File: config.mk
export PLATFORM = sky130hd
export DESIGN_NAME = simd_noncomp_slice
export DESIGN_NICKNAME = d
export VERILOG_FILES = /design/src/rtl/simd_fp_pkg.sv /design/src/rtl/simd_noncomp_slice.sv /design/src/rtl/result_packer.sv /design/src/rtl/operand_slicer.sv /design/src/rtl/noncomp_lane.sv /design/src/rtl/noncomp_lane_op.sv
export SDC_FILE = /design/constraint.sdc
export NUM_CORES = 1
export LEC_CHECK = 0
export ABC_CLOCK_PERIOD_IN_PS = 5800
export BUFFER_PORTS_ARGS = -buffer_cell sky130_fd_sc_hd__buf_2
export CAP_MARGIN = 30
export CORE_MARGIN = 2
export CORE_UTILIZATION = 55
export CTS_CLUSTER_DIAMETER = 150
export DETAILED_ROUTE_END_ITERATION = 10
export PLACE_DENSITY = 0.78
export SYNTH_ARGS = -nofsm -noshare
export SYNTH_HDL_FRONTEND = slang
export SYNTH_SLANG_ARGS = --single-unit
File: constraint.sdc
create_clock -name clk_i -period 5.8 [get_ports clk_i]
set_input_delay 0 -clock clk_i [delete_from_list [all_inputs] [get_ports clk_i]]
set_output_delay 0 -clock clk_i [all_outputs]
set_load 0.05 [all_outputs]
File: src/rtl/simd_fp_pkg.sv
package simd_fp_pkg;

  // --------------------------------------------------------------------------
  // Slice geometry
  // --------------------------------------------------------------------------
  localparam int unsigned WIDTH      = 64;  // Operand and result word
  localparam int unsigned NUM_LANES  = 4;   // One lane per FP16 value
  localparam int unsigned LANE_WIDTH = 32;  // Widest format held by a lane
  localparam int unsigned TAG_BITS   = 4;

  // --------------------------------------------------------------------------
  // Encodings
  // --------------------------------------------------------------------------
  typedef enum logic {
    FP32 = 1'b0,
    FP16 = 1'b1
  } fp_format_e;

  typedef enum logic {
    MINMAX = 1'b0,
    SGNJ   = 1'b1
  } operation_e;

  // Sign injection variants
  typedef enum logic [1:0] {
    J  = 2'b00,  // Sign of b
    JN = 2'b01,  // Inverted sign of b
    JX = 2'b10   // Sign of a xor sign of b
  } sgnj_sub_e;

  // IEEE exception flags, same order as fflags
  typedef struct packed {
    logic nv;
    logic dz;
    logic of;
    logic uf;
    logic nx;
  } status_t;

  // Control that travels with an operation
  typedef struct packed {
    operation_e          op;
    logic                op_mod;     // Max when set
    sgnj_sub_e           sub_op;
    fp_format_e          fmt;
    logic                vectorial;
    logic [TAG_BITS-1:0] tag;
  } slice_req_t;

  // Side data carried by lane 0 for result packing
  typedef struct packed {
    fp_format_e fmt;
    logic       vectorial;  // Already gated by EnableVectors
  } lane_aux_t;

  // One word, seen as FP32 or FP16 lanes, lane 0 in the low bits
  typedef union packed {
    logic [WIDTH/32-1:0][31:0] fp32;
    logic [WIDTH/16-1:0][15:0] fp16;
  } fp_word_u;

  // Canonical quiet NaNs
  localparam logic [31:0] CANON_NAN32 = 32'h7fc0_0000;
  localparam logic [15:0] CANON_NAN16 = 16'h7e00;

endpackage
File: src/rtl/simd_noncomp_slice.sv
`timescale 1ns/1ps

module simd_noncomp_slice #(
  parameter int unsigned NumPipeRegs   = 2,
  parameter logic        EnableVectors = 1'b1
) (
  input  logic                              clk_i,
  input  logic                              arst_n_i,
  input  simd_fp_pkg::fp_word_u             operand_a_i,
  input  simd_fp_pkg::fp_word_u             operand_b_i,
  input  simd_fp_pkg::slice_req_t           req_i,
  input  logic [simd_fp_pkg::NUM_LANES-1:0] simd_mask_i,
  // Input handshake
  input  logic                              in_valid_i,
  output logic                              in_ready_o,
  input  logic                              flush_i,
  // Output side
  output simd_fp_pkg::fp_word_u             result_o,
  output simd_fp_pkg::status_t              status_o,
  output logic [simd_fp_pkg::TAG_BITS-1:0]  tag_o,
  output logic                              out_valid_o,
  input  logic                              out_ready_i,
  output logic                              busy_o
);
  import simd_fp_pkg::*;

  logic [NUM_LANES-1:0][LANE_WIDTH-1:0] lane_a;
  logic [NUM_LANES-1:0][LANE_WIDTH-1:0] lane_b;
  logic [NUM_LANES-1:0]                 lane_in_valid;
  logic [NUM_LANES-1:0]                 lane_in_ready;   // Lane 0 drives upstream
  lane_aux_t                            in_aux;
  logic [NUM_LANES-1:0][LANE_WIDTH-1:0] lane_result;
  status_t [NUM_LANES-1:0]              lane_status;
  logic [NUM_LANES-1:0]                 lane_mask;
  lane_aux_t [NUM_LANES-1:0]            lane_aux;        // Lane 0 copy is used
  logic [NUM_LANES-1:0][TAG_BITS-1:0]   lane_tag;
  logic [NUM_LANES-1:0]                 lane_out_valid;
  logic [NUM_LANES-1:0]                 lane_out_ready;
  logic [NUM_LANES-1:0]                 lane_busy;

  operand_slicer #(
    .EnableVectors ( EnableVectors )
  ) i_slicer (
    .operand_a_i,
    .operand_b_i,
    .req_i,
    .in_valid_i,
    .lane_a_o     ( lane_a        ),
    .lane_b_o     ( lane_b        ),
    .lane_valid_o ( lane_in_valid ),
    .aux_o        ( in_aux        )
  );

  for (genvar l = 0; l < NUM_LANES; l++) begin : gen_lanes
    noncomp_lane #(
      .NumPipeRegs ( NumPipeRegs                ),
      .HasFp32     ( l < WIDTH/LANE_WIDTH       )  // Lanes 0 and 1
    ) i_lane (
      .clk_i,
      .arst_n_i,
      .a_i         ( lane_a[l]         ),
      .b_i         ( lane_b[l]         ),
      .req_i,
      .aux_i       ( in_aux            ),
      .mask_i      ( simd_mask_i[l]    ),
      .in_valid_i  ( lane_in_valid[l]  ),
      .in_ready_o  ( lane_in_ready[l]  ),
      .flush_i,
      .result_o    ( lane_result[l]    ),
      .status_o    ( lane_status[l]    ),
      .mask_o      ( lane_mask[l]      ),
      .aux_o       ( lane_aux[l]       ),
      .tag_o       ( lane_tag[l]       ),
      .out_valid_o ( lane_out_valid[l] ),
      .out_ready_i ( lane_out_ready[l] ),
      .busy_o      ( lane_busy[l]      )
    );
  end

  result_packer i_packer (
    .lane_result_i ( lane_result    ),
    .lane_status_i ( lane_status    ),
    .lane_mask_i   ( lane_mask      ),
    .lane_valid_i  ( lane_out_valid ),
    .aux_i         ( lane_aux[0]    ),
    .out_ready_i,
    .lane_ready_o  ( lane_out_ready ),
    .result_o,
    .status_o,
    .out_valid_o
  );

  assign in_ready_o = lane_in_ready[0];
  assign tag_o      = lane_tag[0];
  assign busy_o     = |lane_busy;

endmodule

File: src/rtl/result_packer.sv
`timescale 1ns/1ps

module result_packer (
  input  logic [simd_fp_pkg::NUM_LANES-1:0][simd_fp_pkg::LANE_WIDTH-1:0] lane_result_i,
  input  simd_fp_pkg::status_t [simd_fp_pkg::NUM_LANES-1:0] lane_status_i,
  input  logic [simd_fp_pkg::NUM_LANES-1:0] lane_mask_i,
  input  logic [simd_fp_pkg::NUM_LANES-1:0] lane_valid_i,
  input  simd_fp_pkg::lane_aux_t            aux_i,       // From lane 0
  input  logic                              out_ready_i,
  output logic [simd_fp_pkg::NUM_LANES-1:0] lane_ready_o,
  output simd_fp_pkg::fp_word_u             result_o,
  output simd_fp_pkg::status_t              status_o,
  output logic                              out_valid_o
);
  import simd_fp_pkg::*;

  logic [NUM_LANES-1:0] lane_used;  // Lane contributes to this result

  // --------------------------------------------------------------------------
  // Handshake gating
  // --------------------------------------------------------------------------
  always_comb begin : lane_gating
    for (int l = 0; l < NUM_LANES; l++) begin
      lane_used[l]    = lane_valid_i[l] & ((l == 0) | aux_i.vectorial);
      lane_ready_o[l] = out_ready_i & ((l == 0) | aux_i.vectorial);
    end
  end

  assign out_valid_o = lane_valid_i[0];  // Lanes move in lockstep

  // --------------------------------------------------------------------------
  // Packing
  // --------------------------------------------------------------------------
  always_comb begin : pack
    result_o = '1;  // NaN-box empty slots and upper bits
    if (aux_i.fmt == FP16) begin
      for (int l = 0; l < NUM_LANES; l++) begin
        if (lane_used[l]) begin
          result_o.fp16[l] = lane_result_i[l][15:0];
        end
      end
    end else begin
      for (int l = 0; l < int'(WIDTH/LANE_WIDTH); l++) begin
        if (lane_used[l]) begin
          result_o.fp32[l] = lane_result_i[l];
        end
      end
    end
  end

  // Only flags of lanes enabled by the SIMD mask count
  always_comb begin : collapse_status
    status_o = '0;
    for (int l = 0; l < NUM_LANES; l++) begin
      if (lane_used[l] && lane_mask_i[l]) begin
        status_o |= lane_status_i[l];
      end
    end
  end

endmodule

File: src/rtl/operand_slicer.sv
`timescale 1ns/1ps

module operand_slicer #(
  parameter logic EnableVectors = 1'b1
) (
  input  simd_fp_pkg::fp_word_u   operand_a_i,
  input  simd_fp_pkg::fp_word_u   operand_b_i,
  input  simd_fp_pkg::slice_req_t req_i,
  input  logic                    in_valid_i,
  output logic [simd_fp_pkg::NUM_LANES-1:0][simd_fp_pkg::LANE_WIDTH-1:0] lane_a_o,
  output logic [simd_fp_pkg::NUM_LANES-1:0][simd_fp_pkg::LANE_WIDTH-1:0] lane_b_o,
  output logic [simd_fp_pkg::NUM_LANES-1:0] lane_valid_o,
  output simd_fp_pkg::lane_aux_t            aux_o
);
  import simd_fp_pkg::*;

  logic vectorial;

  assign vectorial = req_i.vectorial & EnableVectors;  // Scalar only when vectors are off
  assign aux_o     = '{fmt: req_i.fmt, vectorial: vectorial};

  for (genvar l = 0; l < NUM_LANES; l++) begin : gen_lane
    localparam bit HAS_FP32 = (l < WIDTH/LANE_WIDTH);
    logic fmt_ok;  // Lane holds a value of the requested format

    if (HAS_FP32) begin : gen_fp32
      assign lane_a_o[l] = (req_i.fmt == FP16) ?
                           {{(LANE_WIDTH-16){1'b0}}, operand_a_i.fp16[l]} :
                           operand_a_i.fp32[l];
      assign lane_b_o[l] = (req_i.fmt == FP16) ?
                           {{(LANE_WIDTH-16){1'b0}}, operand_b_i.fp16[l]} :
                           operand_b_i.fp32[l];
      assign fmt_ok      = 1'b1;
    end else begin : gen_fp16
      assign lane_a_o[l] = {{(LANE_WIDTH-16){1'b0}}, operand_a_i.fp16[l]};
      assign lane_b_o[l] = {{(LANE_WIDTH-16){1'b0}}, operand_b_i.fp16[l]};
      assign fmt_ok      = (req_i.fmt == FP16);
    end

    // Upper lanes only take part in vector operations
    assign lane_valid_o[l] = in_valid_i & ((l == 0) | vectorial) & fmt_ok;
  end

endmodule

File: src/rtl/noncomp_lane.sv
`timescale 1ns/1ps

module noncomp_lane #(
  parameter int unsigned NumPipeRegs = 2,
  parameter logic        HasFp32     = 1'b1
) (
  input  logic                               clk_i,
  input  logic                               arst_n_i,
  input  logic [simd_fp_pkg::LANE_WIDTH-1:0] a_i,
  input  logic [simd_fp_pkg::LANE_WIDTH-1:0] b_i,
  input  simd_fp_pkg::slice_req_t            req_i,
  input  simd_fp_pkg::lane_aux_t             aux_i,
  input  logic                               mask_i,
  input  logic                               in_valid_i,
  output logic                               in_ready_o,
  input  logic                               flush_i,
  output logic [simd_fp_pkg::LANE_WIDTH-1:0] result_o,
  output simd_fp_pkg::status_t               status_o,
  output logic                               mask_o,
  output simd_fp_pkg::lane_aux_t             aux_o,
  output logic [simd_fp_pkg::TAG_BITS-1:0]   tag_o,
  output logic                               out_valid_o,
  input  logic                               out_ready_i,
  output logic                               busy_o
);
  import simd_fp_pkg::*;

  typedef struct packed {
    logic [LANE_WIDTH-1:0] result;
    status_t               status;
    logic                  mask;
    lane_aux_t             aux;
    logic [TAG_BITS-1:0]   tag;
  } stage_t;

  logic [LANE_WIDTH-1:0] op_result;
  status_t               op_status;

  // Index i holds the item after i register stages
  stage_t pipe_q  [NumPipeRegs+1];
  logic   valid_q [NumPipeRegs+1];
  logic   ready   [NumPipeRegs+1];  // Combinational, travels backwards

  noncomp_lane_op #(
    .HasFp32 ( HasFp32 )
  ) i_lane_op (
    .a_i,
    .b_i,
    .fmt_i    ( req_i.fmt    ),
    .op_i     ( req_i.op     ),
    .op_mod_i ( req_i.op_mod ),
    .sub_op_i ( req_i.sub_op ),
    .result_o ( op_result    ),
    .status_o ( op_status    )
  );

  assign pipe_q[0]  = '{result: op_result, status: op_status, mask: mask_i,
                        aux: aux_i, tag: req_i.tag};
  assign valid_q[0] = in_valid_i;

  // --------------------------------------------------------------------------
  // Register stages
  // --------------------------------------------------------------------------
  for (genvar i = 0; i < NumPipeRegs; i++) begin : gen_stage
    logic reg_ena;

    // Advance when the next stage takes the item or only holds a bubble
    assign ready[i] = ready[i+1] | ~valid_q[i+1];
    assign reg_ena  = ready[i] & valid_q[i];

    always_ff @(posedge clk_i or negedge arst_n_i) begin
      if (!arst_n_i) begin
        valid_q[i+1] <= 1'b0;
      end else if (flush_i) begin
        valid_q[i+1] <= 1'b0;  // Drop everything in flight
      end else if (ready[i]) begin
        valid_q[i+1] <= valid_q[i];
      end
    end

    always_ff @(posedge clk_i) begin
      if (reg_ena) begin
        pipe_q[i+1] <= pipe_q[i];
      end
    end
  end

  assign ready[NumPipeRegs] = out_ready_i;
  assign in_ready_o         = ready[0];
  assign out_valid_o        = valid_q[NumPipeRegs];

  assign result_o = pipe_q[NumPipeRegs].result;
  assign status_o = pipe_q[NumPipeRegs].status;
  assign mask_o   = pipe_q[NumPipeRegs].mask;
  assign aux_o    = pipe_q[NumPipeRegs].aux;
  assign tag_o    = pipe_q[NumPipeRegs].tag;

  always_comb begin : busy
    busy_o = 1'b0;
    for (int i = 1; i <= int'(NumPipeRegs); i++) begin
      busy_o |= valid_q[i];
    end
  end

endmodule

File: src/rtl/noncomp_lane_op.sv
`timescale 1ns/1ps

module noncomp_lane_op #(
  parameter logic HasFp32 = 1'b1
) (
  input  logic [simd_fp_pkg::LANE_WIDTH-1:0] a_i,
  input  logic [simd_fp_pkg::LANE_WIDTH-1:0] b_i,
  input  simd_fp_pkg::fp_format_e            fmt_i,
  input  simd_fp_pkg::operation_e            op_i,
  input  logic                               op_mod_i,  // Max when set
  input  simd_fp_pkg::sgnj_sub_e             sub_op_i,
  output logic [simd_fp_pkg::LANE_WIDTH-1:0] result_o,
  output simd_fp_pkg::status_t               status_o
);
  import simd_fp_pkg::*;

  typedef struct packed {
    logic        sign;
    logic [30:0] mag;   // Exponent and mantissa, FP16 zero-extended
    logic        nan;
    logic        snan;
  } fp_info_t;

  // Split a lane value into sign, magnitude and NaN class
  function automatic fp_info_t classify(input logic [LANE_WIDTH-1:0] v,
                                        input fp_format_e fmt);
    fp_info_t info;
    if (HasFp32 && (fmt == FP32)) begin
      info.sign = v[31];
      info.mag  = v[30:0];
      info.nan  = (v[30:23] == 8'hff) && (v[22:0] != '0);
      info.snan = info.nan && !v[22];  // Quiet bit clear
    end else begin
      info.sign = v[15];
      info.mag  = {16'b0, v[14:0]};
      info.nan  = (v[14:10] == 5'h1f) && (v[9:0] != '0);
      info.snan = info.nan && !v[9];
    end
    return info;
  endfunction

  fp_info_t              a_info;
  fp_info_t              b_info;
  logic                  is_fp32;
  logic                  a_less;
  logic                  pick_a;
  logic                  new_sign;
  logic [LANE_WIDTH-1:0] canon_nan;
  logic [LANE_WIDTH-1:0] minmax_res;
  logic [LANE_WIDTH-1:0] sgnj_res;

  assign is_fp32   = HasFp32 && (fmt_i == FP32);  // Constant low without FP32 support
  assign a_info    = classify(a_i, fmt_i);
  assign b_info    = classify(b_i, fmt_i);
  assign canon_nan = is_fp32 ? CANON_NAN32 : {{(LANE_WIDTH-16){1'b0}}, CANON_NAN16};

  // Sign-magnitude ordering, -0 sorts below +0
  always_comb begin : compare
    if (a_info.sign != b_info.sign) begin
      a_less = a_info.sign;
    end else if (a_info.sign) begin
      a_less = a_info.mag > b_info.mag;  // Both negative, larger magnitude is smaller
    end else begin
      a_less = a_info.mag < b_info.mag;
    end
  end

  always_comb begin : minmax
    pick_a = op_mod_i ? ~a_less : a_less;
    if (a_info.nan && b_info.nan) begin
      minmax_res = canon_nan;
    end else if (a_info.nan) begin
      minmax_res = b_i;
    end else if (b_info.nan) begin
      minmax_res = a_i;
    end else begin
      minmax_res = pick_a ? a_i : b_i;
    end
  end

  always_comb begin : sign_inject
    case (sub_op_i)
      JN:      new_sign = ~b_info.sign;
      JX:      new_sign = a_info.sign ^ b_info.sign;
      default: new_sign = b_info.sign;
    endcase
    sgnj_res = a_i;
    if (is_fp32) begin
      sgnj_res[31] = new_sign;
    end else begin
      sgnj_res[15] = new_sign;
    end
  end

  always_comb begin : select_out
    result_o = (op_i == SGNJ) ? sgnj_res : minmax_res;
    if (!is_fp32) begin
      result_o[LANE_WIDTH-1:16] = '0;  // FP16 zero-extended
    end
    status_o    = '0;
    status_o.nv = (op_i == MINMAX) && (a_info.snan || b_info.snan);
  end

endmodule

======== Word level (Yosys, flattened, before mapping) ========
Cells that the tools add are included.
Widths: inputs -> output; s select.
word-level totals
  flip-flop bits (word level) ............. 228
  input port bits ......................... 147
  word-level logic and storage cells ...... 265
cells by class
  $lt $le $gt $ge ......................... 8
  equality and inequality tests ........... 18
  multiplexer cells ....................... 76
  bitwise logic cells ..................... 50
  reduce and logical (&&, ||, !) cells .... 73
operators with widths
  kind                count
  $mux 32             16
  $mux 16             14
  $mux 34             4
  $reduce_bool 23->1  4
  $reduce_bool 10->1  8
  $mux 64             1
  $gt 31x31->1        2
  $lt 31x31->1        2
  $eq 5x5->1 const B  8
  $logic_and 1x1->1   36
  $eq 8x8->1 const B  4
  $mux 1              32
  $mux 31             1
  $gt 15x15->1        2
  $lt 15x15->1        2
  $mux 5              4
  $not 1->1           17
  $reduce_bool 2->1   8
  $or 5x5->5          3
  $and 1x1->1         14
  $logic_not 1->1     12
  $or 1x1->1          12
  $pmux 1 s2          4
  $logic_or 1x1->1    4
  5 further kinds     11

======== Logic depth before layout (Yosys ltp) ========
  depth after elaboration ................. 15
  mapped depth ............................ 19
  mapped depth without buffers ............ 13

======== By module ========
A second synthesis with hierarchy kept.
unflattened totals
  cells, all modules ...................... 1763
  area total of the unflattened synthesis .. 20923.8 um^2
modules (own cells, without submodules)
  module                                               times used  cells each  area an instance (um^2)  seq. area each (um^2)
  noncomp_lane                                         4           142         3084.2                   2692.6
  noncomp_lane_op (gen_lanes[0].i_lane.i_lane_op ...)  2           256         1783.0                   0.0
  noncomp_lane_op (gen_lanes[2].i_lane.i_lane_op ...)  2           153         1082.3                   0.0
  operand_slicer                                       1           274         2097.0                   0.0
  result_packer                                        1           102         752.0                    0.0
  simd_noncomp_slice                                   1           1           7.5                      0.0

======== Least setup slack after synthesis ========
No wires, ideal clock.
  path type ............................... input to register
  from .................................... in req_i[5] (netlist bit)
  to ...................................... reg gen_lanes[0].i_lane.pipe_q[57] (netlist bit), data pin
  arrival time ............................ 3.659 ns
  path slack .............................. 1.885 ns
  stages on the path ...................... 19
  buffers on the path ..................... 8
  cell sequence ........................... buf_6 -> buf_6 -> buf_6 -> clkbuf_1 -> clkbuf_1 -> clkbuf_1 -> nor2b_1 -> ha_1 -> nand4_1 -> nor2_1 -> a221oi_1 -> o211ai_1 -> or3_1 -> a31oi_2 -> and2_1 -> buf_4 -> o21ai_2 -> buf_2 -> a22o_1
between the ends
  word-level cells in the longest chain between the ends .. 12
  elaborated cells on any way between the ends .. 23
  classes of those cells .................. order compare: 2; eq/ne: 3; mux: 12; bitwise: 1; reduce/logical: 5
RTL lines
  what                                                  RTL line                                      text
  start: declaration                                    simd_noncomp_slice.sv:11                      input simd_fp_pkg::slice_req_t req_i,
  $mux 32, on equally long branches                     operand_slicer.sv:27, operand_slicer.sv:30
  $mux 34                                               noncomp_lane_op.sv:28                         if (HasFp32 && (fmt == FP32)) begin
  $lt 31x31->1 / $gt 31x31->1 (equally long branches)   noncomp_lane_op.sv:64, noncomp_lane_op.sv:62
  $mux 1                                                noncomp_lane_op.sv:61                         end else if (a_info.sign) begin
  $mux 1                                                noncomp_lane_op.sv:59                         if (a_info.sign != b_info.sign) begin
  $not 1->1                                             noncomp_lane_op.sv:69                         pick_a = op_mod_i ? ~a_less : a_less;
  $mux 1                                                noncomp_lane_op.sv:69
  $mux 32                                               noncomp_lane_op.sv:77                         minmax_res = pick_a ? a_i : b_i;
  $mux 32                                               noncomp_lane_op.sv:74                         end else if (b_info.nan) begin
  $mux 32                                               noncomp_lane_op.sv:72                         end else if (a_info.nan) begin
  $mux 32 *                                             noncomp_lane_op.sv:70                         if (a_info.nan && b_info.nan) begin
  $mux 32 *                                             noncomp_lane_op.sv:96                         result_o = (op_i == SGNJ) ? sgnj_res : minmax_res;
  net gen_lanes[0].i_lane.i_lane_op.result_o (one bit)  noncomp_lane_op.sv:12                         output logic [simd_fp_pkg::LANE_WIDTH-1:0] result_o,
  end signal: indexed assignment                        noncomp_lane.sv:83                            pipe_q[i+1] <= pipe_q[i];
  end: declaration                                      noncomp_lane.sv:40                            stage_t pipe_q [NumPipeRegs+1];
The timed path passes the listed nets; every way through them passes the cells marked *.
A chain may end at the register's enable or synchronous reset.

======== Final worst setup path ========
  from .................................... in req_i[5] (netlist bit)
  to ...................................... reg gen_lanes[0].i_lane.pipe_q[56] (netlist bit), data pin
The elaborated chain is that of the path after synthesis.

==> impl_metrics.yaml <==
die:
  die_w_um: 161
  io_pins: 223
  initial_core_util: 0.560
  core-area_um2: 24200
  die_h_um: 161
  dieArea_um2: 26000
  num_rows: 57
critical_path:
  critPathMaxStageDelay_ps: 660
  r2r_start: "gen_lanes[0].i_lane.out_valid_o"
  cp-startpoint: "req_i[5]"
  cp_top_family: "buffers and inverters"
  critPathArrivalTime_ps: 4780
  worst-path-buf-inv: 4
  crit_fanout: 81
  ff2ff_setup_slack_ps: 3430
  startpoint_type: "input port"
  cp_cell_sequence: "buf_4, inv_2, nand2_1, inv_1, ha_1, nand4_1, nor4_1, a21boi_1, nor3_1, o21ai_1, and2_1, o21ai_2, a22o_1, dlygate4sd3_1"
  required_ps: 6060
  setup.worst_path.class: "input port to register"
  crit_path_top_delay_cell: "buf_4"
  cp-end-kind: "register"
routing:
  drtPass1Iterations: 6
  vias_per_cell: 6.25
  drt_iter0_markers: 1210
  routed_wl_um: 41500
  post_drt_wl_per_cell_um: 22.3
  ant_nets: 0
  drc_errors: 0
  vias: 11656
placement:
  hpwlAfterDp_um: 30100
  dp.cells: 1696
  placed_area_um2: 14900
  portBuffers: 218
  gp_congestion: 0.941
cts:
  postCtsSetupBuffers: 0
  cts_hold_buf: 120
  cts.sinks: 228
  cts_buffer_depth: 3
  post_cts_resized: 0
  clk_latency_ps: 530
  cts_tree: "built"
  clk_pin_slew_ps: 60
  cts.htree.levels: 1
  cts_root_buffer: "clkbuf_16"
  cts_made_buffers: 25
power:
  leakage_nw: 6.60
  vdd_drop_max_mv: 0.181
  powerDensity_nw_per_um2: 263
synthesis:
  synth_seq_cells: 228
  ys_seq_area_frac: 0.501
  synth.top_cell.area_share: 0.486
  ys_warn_count: 0
  post_synth_num_cell_types: 96
  yosysTopAreaCell: "edfxtp_1"
  synth_area_per_cell_um2: 11.4
  yosys-top-cells-area: "edfxtp_1 (49%), ha_1 (8.7%), o22a_1 (3.2%)"
  synth_edf_count: 220
  synth.cell_area_um2: 13600
  ys.flop_type: "edfxtp_1"
  async_flop_share: 0.0351
  synth_cells: 1196
timing:
  period_share: 0.780
  tns_ps: 0
  hold_ws_ps: 5.18
  final.setup_skew_ps: 24.9
  hold_viol: 0
  min_period_ps: 4530
  worst_slew_pin_slew_ps: 1100
  setup_viol: 0
  rsz0062_at_grt: "false"
  report.final.slew_viol_count: 0
  fmax_mhz: 221
  relSlewSlack: 0.270
finish:
  nets: 1761
  final_layout_size_suffix_gt1_frac: 0.221
  area_delta_synth_final_pct: 25.3
  post_layout_nonfiller_instances: 1864
  final_common_cell: "edfxtp_1"
  final_cell_mix: "edfxtp_1 (220), buf_2 (217), dlygate4sd3_1 (121), ha_1 (94), nor2_1 (75)"
  final_area_um2: 17000
  n_fill_cell: 1769
global_route:
  grt_max_degree: 82
  grt_pass1_vias: 11321
  grt.overflow.total: 0
  grtUsageTotal: 0.315
  antenna_found_initial: 1
  grt_pass1_wl_um: 63600
run_status:
  outcome: "finished, final reports clean"
min_path:
  hp-class: "input port to register"
  hp-start: "operand_a_i[40]"
run:
  drv_cap: 0
-- worst paths after layout --
check                                                        end  depth (start not counted)
worst max register to register    gen_lanes[0].i_lane.pipe_q[64]                          4
worst max-delay path              gen_lanes[0].i_lane.pipe_q[56]                         14
worst min-delay path              gen_lanes[1].i_lane.pipe_q[64]                          3
max in group asynchronous        gen_lanes[3].i_lane.out_valid_o                          3
worst min register to register  gen_lanes[1].i_lane.result_o[29]                          0
min in group asynchronous        gen_lanes[1].i_lane.out_valid_o                          3
-- tightest hold or removal path: stages --
cell	delay, ps
buf_2	140
mux2_2	170
o2bb2ai_1	100
-- cell families after synthesis --
group / Yosys count / share of synthesized area
DFF: 228 / 0.501
AOI/OAI and AO/OA: 333 / 0.190
other: 1 / 0.000276
and+or+nand+nor: 367 / 0.143
buffers and inverters: 125 / 0.0407
adders and majority gates: 94 / 0.0866
muxes: 47 / 0.0378
xor gates and xnor gates: 1 / 0.000645
-- metal layers --
metal	up-vias	wire length (um)	track usage	share of wire
met5	-	0	0	0
met4	0	1400	0.110	0.034
met3	96	3920	0.0637	0.094
met2	646	18900	0.501	0.46
met1	5597	17300	0.434	0.42
li1	5317	-	-	-
-- synthesized netlist by cell type, types with 20 or more instances --
master      n
edfxtp_1  220
ha_1       94
nor2_1     75
nand2_1    72
inv_1      68
a21oi_1    59
o22a_1     49
nand3_1    36
nor2b_1    36
clkbuf_1   29
nand4_1    29
a22o_1     27
mux2_2     26
nand2b_1   23
nor3_1     22
nor4_1     21
o21ai_0    20
-- report_power, final --
group	leakage [nW]	total (mW)	internal [mW]	switching [mW]
Clock	0.417	1.67	1.01	0.652
Sequential	2.17	1.95	1.92	0.0358
Combinational	4.01	0.854	0.353	0.501
Total	6.60	4.47	3.29	1.19
-- per-stage QoR --
| stage | worst slack (ps) | utilization | power (mW) |
|---|---|---|---|
| after detailed placement | 1360 | 0.616 | 2.72 |
| after global routing | 907 | 0.702 | 4.62 |
| after CTS | 1410 | 0.701 | 4.46 |
| after floorplan | 1880 | - | 2.47 |
| final | 1270 | 0.702 | 4.47 |
| after global placement | 1540 | 0.615 | 2.71 |
-- flip-flops by register name, summed over array words and instances (netlist names) --
signal / flops
gen_lanes.i_lane.pipe_q: 110
gen_lanes.i_lane.result_o: 96
gen_lanes.i_lane.mask_o: 4
gen_lanes.i_lane.out_valid_o: 4
gen_lanes.i_lane.status_o: 4
gen_lanes.i_lane.tag_o: 4
gen_lanes.i_lane.valid_q: 4
gen_lanes.i_lane.aux_o: 2
-- cell type report --
cell class	count	area [um^2]	area share
Sequential cell	228	6810	0.400
Antenna cell	2	5.00	0.000294
Clock buffer	28	637	0.0374
Timing Repair Buffer	350	2400	0.141
Multi-Input combinational cell	846	6280	0.369
Inverter	69	259	0.0152
Tap cell	324	405	0.0238
Clock inverter	17	221	0.0130
Note: power is estimated with default switching activity, not from simulation.
